**src/design/pc_io_pkg.sv**
```systemverilog
`default_nettype none

package pc_io_pkg;

	localparam int unsigned PORT_W = 16;
	localparam int unsigned DATA_W = 32;
	localparam int unsigned BYTE_W = 8;
	localparam int unsigned SIZE_W = 3;

	typedef logic [PORT_W-1:0] port_addr_t;
	typedef logic [DATA_W-1:0] io_data_t;
	typedef logic [BYTE_W-1:0] io_byte_t;
	typedef logic [SIZE_W-1:0] io_size_t;
	typedef logic [BYTE_W-1:0] sysctl_val_t;

	// legacy port map, base and count of ignored low bits
	localparam port_addr_t PORT_HDD0       = 16'h01F0;
	localparam int unsigned MASKW_HDD0     = 3;
	localparam port_addr_t PORT_HDD0_ALT   = 16'h03F6;
	localparam int unsigned MASKW_HDD0_ALT = 0;
	localparam port_addr_t PORT_HDD1       = 16'h0170;
	localparam int unsigned MASKW_HDD1     = 3;
	localparam port_addr_t PORT_HDD1_ALT   = 16'h0376;
	localparam int unsigned MASKW_HDD1_ALT = 0;
	localparam port_addr_t PORT_FLOPPY     = 16'h03F0;
	localparam int unsigned MASKW_FLOPPY   = 3;
	localparam port_addr_t PORT_JOY        = 16'h0201;
	localparam int unsigned MASKW_JOY      = 0;
	localparam port_addr_t PORT_DMA_MASTER = 16'h00C0;
	localparam int unsigned MASKW_DMA_MASTER = 5;
	localparam port_addr_t PORT_DMA_PAGE   = 16'h0080;
	localparam int unsigned MASKW_DMA_PAGE = 4;
	localparam port_addr_t PORT_DMA_SLAVE  = 16'h0000;
	localparam int unsigned MASKW_DMA_SLAVE = 4;
	localparam port_addr_t PORT_PIC_MASTER = 16'h0020;
	localparam int unsigned MASKW_PIC_MASTER = 1;
	localparam port_addr_t PORT_PIC_SLAVE  = 16'h00A0;
	localparam int unsigned MASKW_PIC_SLAVE = 1;
	localparam port_addr_t PORT_PIT        = 16'h0040;
	localparam int unsigned MASKW_PIT      = 2;
	localparam port_addr_t PORT_PIT_SPK    = 16'h0061; // speaker gate, shared with ps2 range
	localparam int unsigned MASKW_PIT_SPK  = 0;
	localparam port_addr_t PORT_PS2_IO     = 16'h0060;
	localparam int unsigned MASKW_PS2_IO   = 3;
	localparam port_addr_t PORT_PS2_CTL    = 16'h0090;
	localparam int unsigned MASKW_PS2_CTL  = 4;
	localparam port_addr_t PORT_RTC        = 16'h0070;
	localparam int unsigned MASKW_RTC      = 1;
	localparam port_addr_t PORT_FM         = 16'h0388;
	localparam int unsigned MASKW_FM       = 2;
	localparam port_addr_t PORT_SB         = 16'h0220;
	localparam int unsigned MASKW_SB       = 4;
	localparam port_addr_t PORT_UART       = 16'h03F8;
	localparam int unsigned MASKW_UART     = 3;
	localparam port_addr_t PORT_MPU        = 16'h0330;
	localparam int unsigned MASKW_MPU      = 1;
	localparam port_addr_t PORT_VGA_B      = 16'h03B0;
	localparam int unsigned MASKW_VGA_B    = 4;
	localparam port_addr_t PORT_VGA_C      = 16'h03C0;
	localparam int unsigned MASKW_VGA_C    = 4;
	localparam port_addr_t PORT_VGA_D      = 16'h03D0;
	localparam int unsigned MASKW_VGA_D    = 4;
	localparam port_addr_t PORT_SYSCTL     = 16'h8888;
	localparam int unsigned MASKW_SYSCTL   = 0;

	localparam sysctl_val_t SYSCTL_RESET   = 8'hA2;
	localparam io_byte_t    SYSCTL_KEY     = 8'hA1; // must sit in bits 15:8
	localparam io_size_t    SYSCTL_WR_SIZE = 3'd2;
	localparam io_byte_t    OPEN_BUS_BYTE  = 8'hFF;

	typedef struct packed {
		logic hdd0;
		logic hdd1;
		logic floppy;
		logic joy;
		logic dma_master;
		logic dma_page;
		logic dma_slave;
		logic pic_master;
		logic pic_slave;
		logic pit;
		logic ps2_io;
		logic ps2_ctl;
		logic rtc;
		logic fm;
		logic sb;
		logic uart;
		logic mpu;
		logic vga_b;
		logic vga_c;
		logic vga_d;
		logic sysctl;
	} dev_sel_t;

	typedef struct packed {
		io_byte_t floppy;
		io_byte_t dma;
		io_byte_t pic;
		io_byte_t pit;
		io_byte_t ps2;
		io_byte_t rtc;
		io_byte_t sound;
		io_byte_t uart;
		io_byte_t vga;
		io_byte_t joy;
		io_data_t hdd0;
		io_data_t hdd1;
	} dev_rdata_t;

	typedef struct packed {
		port_addr_t addr;
		io_size_t   size;
		io_data_t   wdata;
		logic       write;
	} io_req_t;

	typedef enum logic [2:0] {
		IDLE,
		DECODE,
		STROBE,
		CAPTURE,
		DONE
	} seq_state_t;

endpackage

`default_nettype wire

```
**src/design/io_port_decoder.sv**
```systemverilog
`timescale 1ns/1ps
`default_nettype none

module io_port_decoder (
	input  logic                  clk_sys,
	input  logic                  reset,
	input  pc_io_pkg::port_addr_t addr,
	output pc_io_pkg::dev_sel_t   sel
);

	pc_io_pkg::dev_sel_t sel_next;

	// match with the low mw bits ignored
	function automatic logic hit(
		input pc_io_pkg::port_addr_t a,
		input pc_io_pkg::port_addr_t base,
		input int unsigned           mw
	);
		return (a >> mw) == (base >> mw);
	endfunction

	always_comb begin
		sel_next = '0;
		sel_next.hdd0       = hit(addr, pc_io_pkg::PORT_HDD0, pc_io_pkg::MASKW_HDD0) ||
			hit(addr, pc_io_pkg::PORT_HDD0_ALT, pc_io_pkg::MASKW_HDD0_ALT);
		sel_next.hdd1       = hit(addr, pc_io_pkg::PORT_HDD1, pc_io_pkg::MASKW_HDD1) ||
			hit(addr, pc_io_pkg::PORT_HDD1_ALT, pc_io_pkg::MASKW_HDD1_ALT);
		sel_next.floppy     = hit(addr, pc_io_pkg::PORT_FLOPPY, pc_io_pkg::MASKW_FLOPPY);
		sel_next.joy        = hit(addr, pc_io_pkg::PORT_JOY, pc_io_pkg::MASKW_JOY);
		sel_next.dma_master = hit(addr, pc_io_pkg::PORT_DMA_MASTER,
			pc_io_pkg::MASKW_DMA_MASTER);
		sel_next.dma_page   = hit(addr, pc_io_pkg::PORT_DMA_PAGE, pc_io_pkg::MASKW_DMA_PAGE);
		sel_next.dma_slave  = hit(addr, pc_io_pkg::PORT_DMA_SLAVE, pc_io_pkg::MASKW_DMA_SLAVE);
		sel_next.pic_master = hit(addr, pc_io_pkg::PORT_PIC_MASTER,
			pc_io_pkg::MASKW_PIC_MASTER);
		sel_next.pic_slave  = hit(addr, pc_io_pkg::PORT_PIC_SLAVE, pc_io_pkg::MASKW_PIC_SLAVE);
		sel_next.pit        = hit(addr, pc_io_pkg::PORT_PIT, pc_io_pkg::MASKW_PIT) ||
			hit(addr, pc_io_pkg::PORT_PIT_SPK, pc_io_pkg::MASKW_PIT_SPK);
		sel_next.ps2_io     = hit(addr, pc_io_pkg::PORT_PS2_IO, pc_io_pkg::MASKW_PS2_IO);
		sel_next.ps2_ctl    = hit(addr, pc_io_pkg::PORT_PS2_CTL, pc_io_pkg::MASKW_PS2_CTL);
		sel_next.rtc        = hit(addr, pc_io_pkg::PORT_RTC, pc_io_pkg::MASKW_RTC);
		sel_next.fm         = hit(addr, pc_io_pkg::PORT_FM, pc_io_pkg::MASKW_FM);
		sel_next.sb         = hit(addr, pc_io_pkg::PORT_SB, pc_io_pkg::MASKW_SB);
		sel_next.uart       = hit(addr, pc_io_pkg::PORT_UART, pc_io_pkg::MASKW_UART);
		sel_next.mpu        = hit(addr, pc_io_pkg::PORT_MPU, pc_io_pkg::MASKW_MPU);
		sel_next.vga_b      = hit(addr, pc_io_pkg::PORT_VGA_B, pc_io_pkg::MASKW_VGA_B);
		sel_next.vga_c      = hit(addr, pc_io_pkg::PORT_VGA_C, pc_io_pkg::MASKW_VGA_C);
		sel_next.vga_d      = hit(addr, pc_io_pkg::PORT_VGA_D, pc_io_pkg::MASKW_VGA_D);
		sel_next.sysctl     = hit(addr, pc_io_pkg::PORT_SYSCTL, pc_io_pkg::MASKW_SYSCTL);
	end

	always_ff @(posedge clk_sys) begin
		if (reset)
			sel <= '0;
		else
			sel <= sel_next; // one edge after the address latch
	end

	a_sel_clear_after_reset: assert property (
		@(posedge clk_sys) reset |=> sel == '0
	);

endmodule

`default_nettype wire

```
**src/design/io_cycle_sequencer.sv**
```systemverilog
`timescale 1ns/1ps
`default_nettype none

module io_cycle_sequencer (
	input  logic                  clk_sys,
	input  logic                  reset,
	input  logic                  io_do,
	input  pc_io_pkg::io_req_t    io_req,
	output logic                  io_busy,
	output logic                  io_done,
	output pc_io_pkg::port_addr_t bus_addr,
	output pc_io_pkg::io_data_t   bus_wdata,
	output pc_io_pkg::io_size_t   bus_size,
	output logic                  bus_read,
	output logic                  bus_write,
	output logic                  capture
);

	pc_io_pkg::seq_state_t state;
	pc_io_pkg::seq_state_t state_next;
	pc_io_pkg::io_req_t    req_q;
	logic                  accept;

	assign accept = state == pc_io_pkg::IDLE && io_do; // do while busy is dropped

	always_comb begin
		state_next = state;
		case (state)
			pc_io_pkg::IDLE: begin
				if (io_do)
					state_next = pc_io_pkg::DECODE;
			end
			pc_io_pkg::DECODE:  state_next = pc_io_pkg::STROBE; // decoder registers sel
			pc_io_pkg::STROBE:  state_next = pc_io_pkg::CAPTURE;
			pc_io_pkg::CAPTURE: state_next = pc_io_pkg::DONE;
			pc_io_pkg::DONE:    state_next = pc_io_pkg::IDLE;
			default:            state_next = pc_io_pkg::IDLE;
		endcase
	end

	always_ff @(posedge clk_sys) begin
		if (reset)
			state <= pc_io_pkg::IDLE;
		else
			state <= state_next;
	end

	// request held stable for the whole cycle
	always_ff @(posedge clk_sys) begin
		if (accept)
			req_q <= io_req;
	end

	assign bus_addr  = req_q.addr;
	assign bus_wdata = req_q.wdata;
	assign bus_size  = req_q.size;

	assign bus_read  = state == pc_io_pkg::STROBE && !req_q.write;
	assign bus_write = state == pc_io_pkg::STROBE && req_q.write;
	assign capture   = state == pc_io_pkg::CAPTURE;

	assign io_busy = state != pc_io_pkg::IDLE;
	assign io_done = state == pc_io_pkg::DONE; // readback already registered

	a_strobe_exclusive: assert property (
		@(posedge clk_sys) disable iff (reset)
		!(bus_read && bus_write)
	);

	// done only four edges after an accepted do
	a_done_latency: assert property (
		@(posedge clk_sys) disable iff (reset)
		io_done |-> $past(accept, 4)
	);

endmodule

`default_nettype wire

```
**src/design/io_readback_select.sv**
```systemverilog
`timescale 1ns/1ps
`default_nettype none

module io_readback_select (
	input  logic                   clk_sys,
	input  logic                   reset,
	input  pc_io_pkg::dev_sel_t    sel,
	input  pc_io_pkg::dev_rdata_t  rdata,
	input  logic                   capture,
	output pc_io_pkg::io_data_t    io_rdata
);

	pc_io_pkg::io_byte_t byte_pick;
	pc_io_pkg::io_data_t word_pick;

	// 8-bit groups, first match wins
	always_comb begin
		if (sel.floppy)
			byte_pick = rdata.floppy;
		else if (sel.dma_master || sel.dma_slave || sel.dma_page)
			byte_pick = rdata.dma;
		else if (sel.pic_master || sel.pic_slave)
			byte_pick = rdata.pic;
		else if (sel.pit)
			byte_pick = rdata.pit;
		else if (sel.ps2_io || sel.ps2_ctl)
			byte_pick = rdata.ps2;
		else if (sel.rtc)
			byte_pick = rdata.rtc;
		else if (sel.sb || sel.fm)
			byte_pick = rdata.sound;
		else if (sel.uart || sel.mpu)
			byte_pick = rdata.uart;
		else if (sel.vga_b || sel.vga_c || sel.vga_d)
			byte_pick = rdata.vga;
		else if (sel.joy)
			byte_pick = rdata.joy;
		else
			byte_pick = pc_io_pkg::OPEN_BUS_BYTE; // nobody answered
	end

	// disk words ahead of every byte device
	always_comb begin
		if (sel.hdd0)
			word_pick = rdata.hdd0;
		else if (sel.hdd1)
			word_pick = rdata.hdd1;
		else
			word_pick = {24'd0, byte_pick};
	end

	always_ff @(posedge clk_sys) begin
		if (reset)
			io_rdata <= '0;
		else if (capture)
			io_rdata <= word_pick;
	end

endmodule

`default_nettype wire

```
**src/design/sysctl_port.sv**
```systemverilog
`timescale 1ns/1ps
`default_nettype none

module sysctl_port (
	input  logic                   clk_sys,
	input  logic                   reset,
	input  pc_io_pkg::dev_sel_t    sel,
	input  logic                   bus_write,
	input  logic                   bus_read,
	input  pc_io_pkg::io_size_t    bus_size,
	input  pc_io_pkg::io_data_t    bus_wdata,
	output pc_io_pkg::sysctl_val_t syscfg
);

	logic in_reset;
	logic boot_access;
	logic key_write;

	// first disk or floppy access means the BIOS is running
	assign boot_access = (bus_read || bus_write) && (sel.hdd0 || sel.hdd1 || sel.floppy);

	assign key_write = bus_write && sel.sysctl &&
		bus_size == pc_io_pkg::SYSCTL_WR_SIZE &&
		bus_wdata[15:8] == pc_io_pkg::SYSCTL_KEY;

	always_ff @(posedge clk_sys) begin
		if (reset) begin
			syscfg   <= pc_io_pkg::SYSCTL_RESET;
			in_reset <= 1'b1;
		end else if (boot_access && in_reset) begin
			syscfg   <= '0;
			in_reset <= 1'b0;
		end else if (key_write) begin
			syscfg   <= bus_wdata[7:0]; // low byte is the new config
			in_reset <= 1'b0;
		end
	end

endmodule

`default_nettype wire

```
**src/design/pc_io_hub.sv**
```systemverilog
`timescale 1ns/1ps
`default_nettype none

module pc_io_hub (
	input  logic                   clk_sys,
	input  logic                   reset,

	input  logic                   io_do,
	input  pc_io_pkg::io_req_t     io_req,
	output logic                   io_busy,
	output logic                   io_done,
	output pc_io_pkg::io_data_t    io_rdata,

	output pc_io_pkg::port_addr_t  bus_addr,
	output pc_io_pkg::io_data_t    bus_wdata,
	output pc_io_pkg::io_size_t    bus_size,
	output logic                   bus_read,
	output logic                   bus_write,
	output pc_io_pkg::dev_sel_t    dev_sel,
	input  pc_io_pkg::dev_rdata_t  dev_rdata,

	output pc_io_pkg::sysctl_val_t syscfg
);

	logic capture;

	io_cycle_sequencer seq0 (
		.clk_sys   (clk_sys),
		.reset     (reset),
		.io_do     (io_do),
		.io_req    (io_req),
		.io_busy   (io_busy),
		.io_done   (io_done),
		.bus_addr  (bus_addr),
		.bus_wdata (bus_wdata),
		.bus_size  (bus_size),
		.bus_read  (bus_read),
		.bus_write (bus_write),
		.capture   (capture)
	);

	io_port_decoder dec0 (
		.clk_sys (clk_sys),
		.reset   (reset),
		.addr    (bus_addr),
		.sel     (dev_sel)
	);

	io_readback_select rbk0 (
		.clk_sys  (clk_sys),
		.reset    (reset),
		.sel      (dev_sel),
		.rdata    (dev_rdata),
		.capture  (capture),
		.io_rdata (io_rdata)
	);

	// config byte rides on the same strobes as the devices
	sysctl_port ctl0 (
		.clk_sys   (clk_sys),
		.reset     (reset),
		.sel       (dev_sel),
		.bus_write (bus_write),
		.bus_read  (bus_read),
		.bus_size  (bus_size),
		.bus_wdata (bus_wdata),
		.syscfg    (syscfg)
	);

endmodule

`default_nettype wire

```
**config.mk**
```make
export PLATFORM = sky130hd
export DESIGN_NAME = pc_io_hub
export DESIGN_NICKNAME = d
export VERILOG_FILES = /design/src/design/pc_io_pkg.sv /design/src/design/io_port_decoder.sv /design/src/design/io_cycle_sequencer.sv /design/src/design/io_readback_select.sv /design/src/design/sysctl_port.sv /design/src/design/pc_io_hub.sv
export SDC_FILE = /design/constraint.sdc
export NUM_CORES = 1
export LEC_CHECK = 0
export BUFFER_PORTS_ARGS = -buffer_cell sky130_fd_sc_hd__buf_2
export CORE_AREA = 3 3 122 124
export CTS_CLUSTER_SIZE = 14
export DETAILED_ROUTE_END_ITERATION = 8
export DIE_AREA = 0 0 125 127
export PLACE_DENSITY = 0.8
export SKIP_LAST_GASP = 1
export SLEW_MARGIN = 40
export SYNTH_ARGS = -nofsm -noshare
export SYNTH_HDL_FRONTEND = slang
export SYNTH_SLANG_ARGS = --single-unit
```
**constraint.sdc**
```tcl
create_clock -name clk_sys -period 4.8 [get_ports clk_sys]
set_input_delay 0.48 -clock clk_sys [delete_from_list [all_inputs] [get_ports clk_sys]]
set_output_delay 0.48 -clock clk_sys [all_outputs]
set_load 0.03 [all_outputs]
```
==> results.cfg <==
[clocking]
cts_tree = built
cts.clk_slew.worst_paths_ns = 0.06
cts_buffers = 17
post_cts_resized = 0
htreeDepth = 4
clkLatencyLatePin_ns = 0.41
cts_setup_buffers = 0
cts_root_buffer = clkbuf_16
cts_buffer_depth = 2
clock_sinks = 117
ctsHoldBuffers = 0

[pwr]
irDropWorstVdd_mv = 0.285
powerDensity_nw_per_um2 = 355
switching_share = 0.272
power.leakage_uw = 0.00343
power_frac_seq = 0.423
power_frac_comb = 0.124
p_sw_uw = 734
internal_power_uw = 1970
clkPwrFrac = 0.453
total_power_uw = 2700

[yosys]
synth_top_family_by_area = compound AO/OA/AOI/OAI gates
synth_edf_count = 52
synthSimpleGateAreaFrac = 0.159
ys_types = 49
syn_inst = 560
ys.flop_type = dfxtp_1
synth_xor_area_frac = 0.00151
ys_seq_area_frac = 0.493
synth_area_um2 = 5810
synthAdderAreaFrac = 0
synth_compound_area_frac = 0.193
synth_nets = 759
syn_area_per_cell_um2 = 10.4
synth_warnings = 0
postSynth.asyncResetShare = 0
synth-seq-cells = 117
synthMuxAreaShare = 0.0293

[routing]
drt_iter0_drc = 406
drt-total-wl_mm = 18.2
firstDrtPassIters = 6
wl_per_cell_um = 18.2
vias = 5363
via_per_inst = 5.37
drc = 0
ant_nets = 0

[run]
drv_cap = 0

[worst_setup_path]
critical_path_class = reg2out
crit_arrival_ns = 1.59
critPathMaxStageDelay_ns = 0.45
critPathRequiredTime_ns = 4.32
start_kind = register
path_max_fanout = 8
cp_cell_sequence = nor3b_1 > nor2b_1 > buf_2
endpoint_kind = primary output
cpMaxStageDelayCell = dfxtp_1

[floorplan]
rows = 43
die_h_um = 127
start_util = 0.418
die_x_um = 125
dieArea_um2 = 15900
core_um2 = 13900
ioPinCount = 315

[finish]
nNetsFinal = 1003
drive_gt1_frac = 0.458
register_area_um2 = 2860
final_common_cell = buf_2
final_cell_mix = buf_2 (314), dfxtp_1 (65), edfxtp_1 (52)
fill_cells = 1250
area_growth_pct = 31.2
multi_input_area_um2 = 2230

[placement]
numPortBuffers = 314
dp_hpwl_mm = 13.9
place_congestion = 0.881

[grt]
gr-total-overflow = 0
antenna_found_initial = 1
grt-busiest-layer = met2
grt_pass1_wl_mm = 27.5
grt_usage = 0.221
globalRouteMet1Util = 0.264
met3_usage = 0.0778
met2_usage = 0.372
grt_max_degree = 53
grt_pass1_vias = 5195

[sta]
period_needed_ns = 2.07
finalSetupViolations = 0
clock.fmax_ghz = 0.483
layout_worst_path_cycle_share = 0.431
slew_viol_final = 0
hold_ws_ns = 0.237
clock_skew_ns = 0.0178
hold_viol_final = 0
worst_pin_slew_ns = 0.788
slew-limit-headroom = 0.474
rsz0062_at_grt = false
fin_setup_tns_ns = 0

[outcome]
outcome = complete, no violations

[min_path]
hold_path.class = in2reg
==> cells by family (layout without fill, tap and decap cells) <==
kind of cell    after synthesis  in the layout
mux                          16             16
other cells                   0              1
xor+xnor                      1              1
buf+inv                     123            380
simple gates                161            161
flops                       117            117
compound gates              142            142
==> power groups by stage <==
stage          Clock [uW]  Sequential (uW)  Combinational (uW)
2_1_floorplan           0             1180                 206
3_3_place_gp            0             1160                 333
3_5_place_dp            0             1160                 336
4_1_cts              1250             1140                 337
5_1_grt              1290             1150                 361
6_report             1220             1140                 336
==> synth_stat cells, types with 2 or more instances <==
cell type	count	share of area
or3_1	4	0.0043
nor2b_1	11	0.012
nand2_1	8	0.0052
nor3_1	30	0.026
clkbuf_1	19	0.012
nor3b_1	4	0.0052
a22oi_1	32	0.041
edfxtp_1	52	0.27
nor4_1	3	0.0032
a221o_1	15	0.026
a2111oi_0	6	0.0090
nor2_1	44	0.028
o41ai_1	8	0.012
nand2b_1	9	0.0097
a21oi_1	18	0.016
nand4b_1	2	0.0030
mux2_2	8	0.016
and3_1	9	0.0097
nand4_1	4	0.0043
buf_2	6	0.0052
nand3b_1	2	0.0026
or4_1	3	0.0039
mux2i_1	8	0.014
a211oi_1	32	0.041
o21bai_1	3	0.0039
buf_4	57	0.074
clkbuf_2	2	0.0017
o21a_1	8	0.010
nor3_2	3	0.0052
a2111oi_2	2	0.0052
or2_2	5	0.0054
nor4bb_1	2	0.0034
inv_1	29	0.019
nor4b_1	9	0.014
buf_6	5	0.0097
buf_1	5	0.0032
nand3_1	3	0.0026
dfxtp_1	65	0.22
a311o_1	8	0.014
o32ai_1	8	0.012
==> per-layer routing <==
| layer | wire, um | part of all wire |
|---|---|---|
| met1 | 6940 | 0.38 |
| met4 | 408 | 0.022 |
| met3 | 1760 | 0.097 |
| met2 | 9040 | 0.50 |
| met5 | 11 | 0.00061 |
==> cell type report <==
class | count | share of cell area
inverter | 29 | 0.0143
clock inverter | 14 | 0.0182
tap | 180 | 0.0296
sequential | 117 | 0.376
antenna | 1 | 0.000328
multi-input combinational | 320 | 0.293
timing repair buffer | 319 | 0.211
clock buffer | 18 | 0.0576
==> per-stage QoR <==
step	setup slack [ns]	std cells	area [um^2]	util
2_1_floorplan	1.12	560	5810	-
3_3_place_gp	2.68	965	7040	0.507
3_5_place_dp	2.68	965	7040	0.507
4_1_cts	2.68	997	7610	0.548
5_1_grt	2.56	997	7620	0.549
6_report	2.73	998	7620	0.549
==> final timing paths <==
path | cells past startpoint | start | endpoint | slack [ns]
min | 1 | io_req[14] | seq0.bus_wdata[13]$_DFFE_PP_ | 0.24
min reg2reg | 1 | ctl0.in_reset$_SDFFE_PP1P_ | ctl0.in_reset$_SDFFE_PP1P_ | 0.49
max | 3 | seq0.state[1]$_SDFFE_PP0P_ | bus_read | 2.73
max reg2reg | 4 | dec0.sel[19]$_SDFF_PP0_ | rbk0.io_rdata[3]$_SDFFE_PP0P_ | 2.73
==> registers in the layout, summed over array words and instances (netlist names) <==
register and count:
rbk0.io_rdata 32, seq0.bus_wdata 32, dec0.sel 21, seq0.bus_addr 16, ctl0.syscfg 8, seq0.bus_size 3, seq0.state 3, ctl0.in_reset 1
seq0.req_q 1
==> critical path: cells and delay by family, from the launching register on <==
kind                   cells  cell delay (ns)
flip-flops                 1             0.45
AND/OR/NAND/NOR            2             0.49
buffers and inverters      1             0.23
No activity file was read; power rests on OpenSTA's default activity.
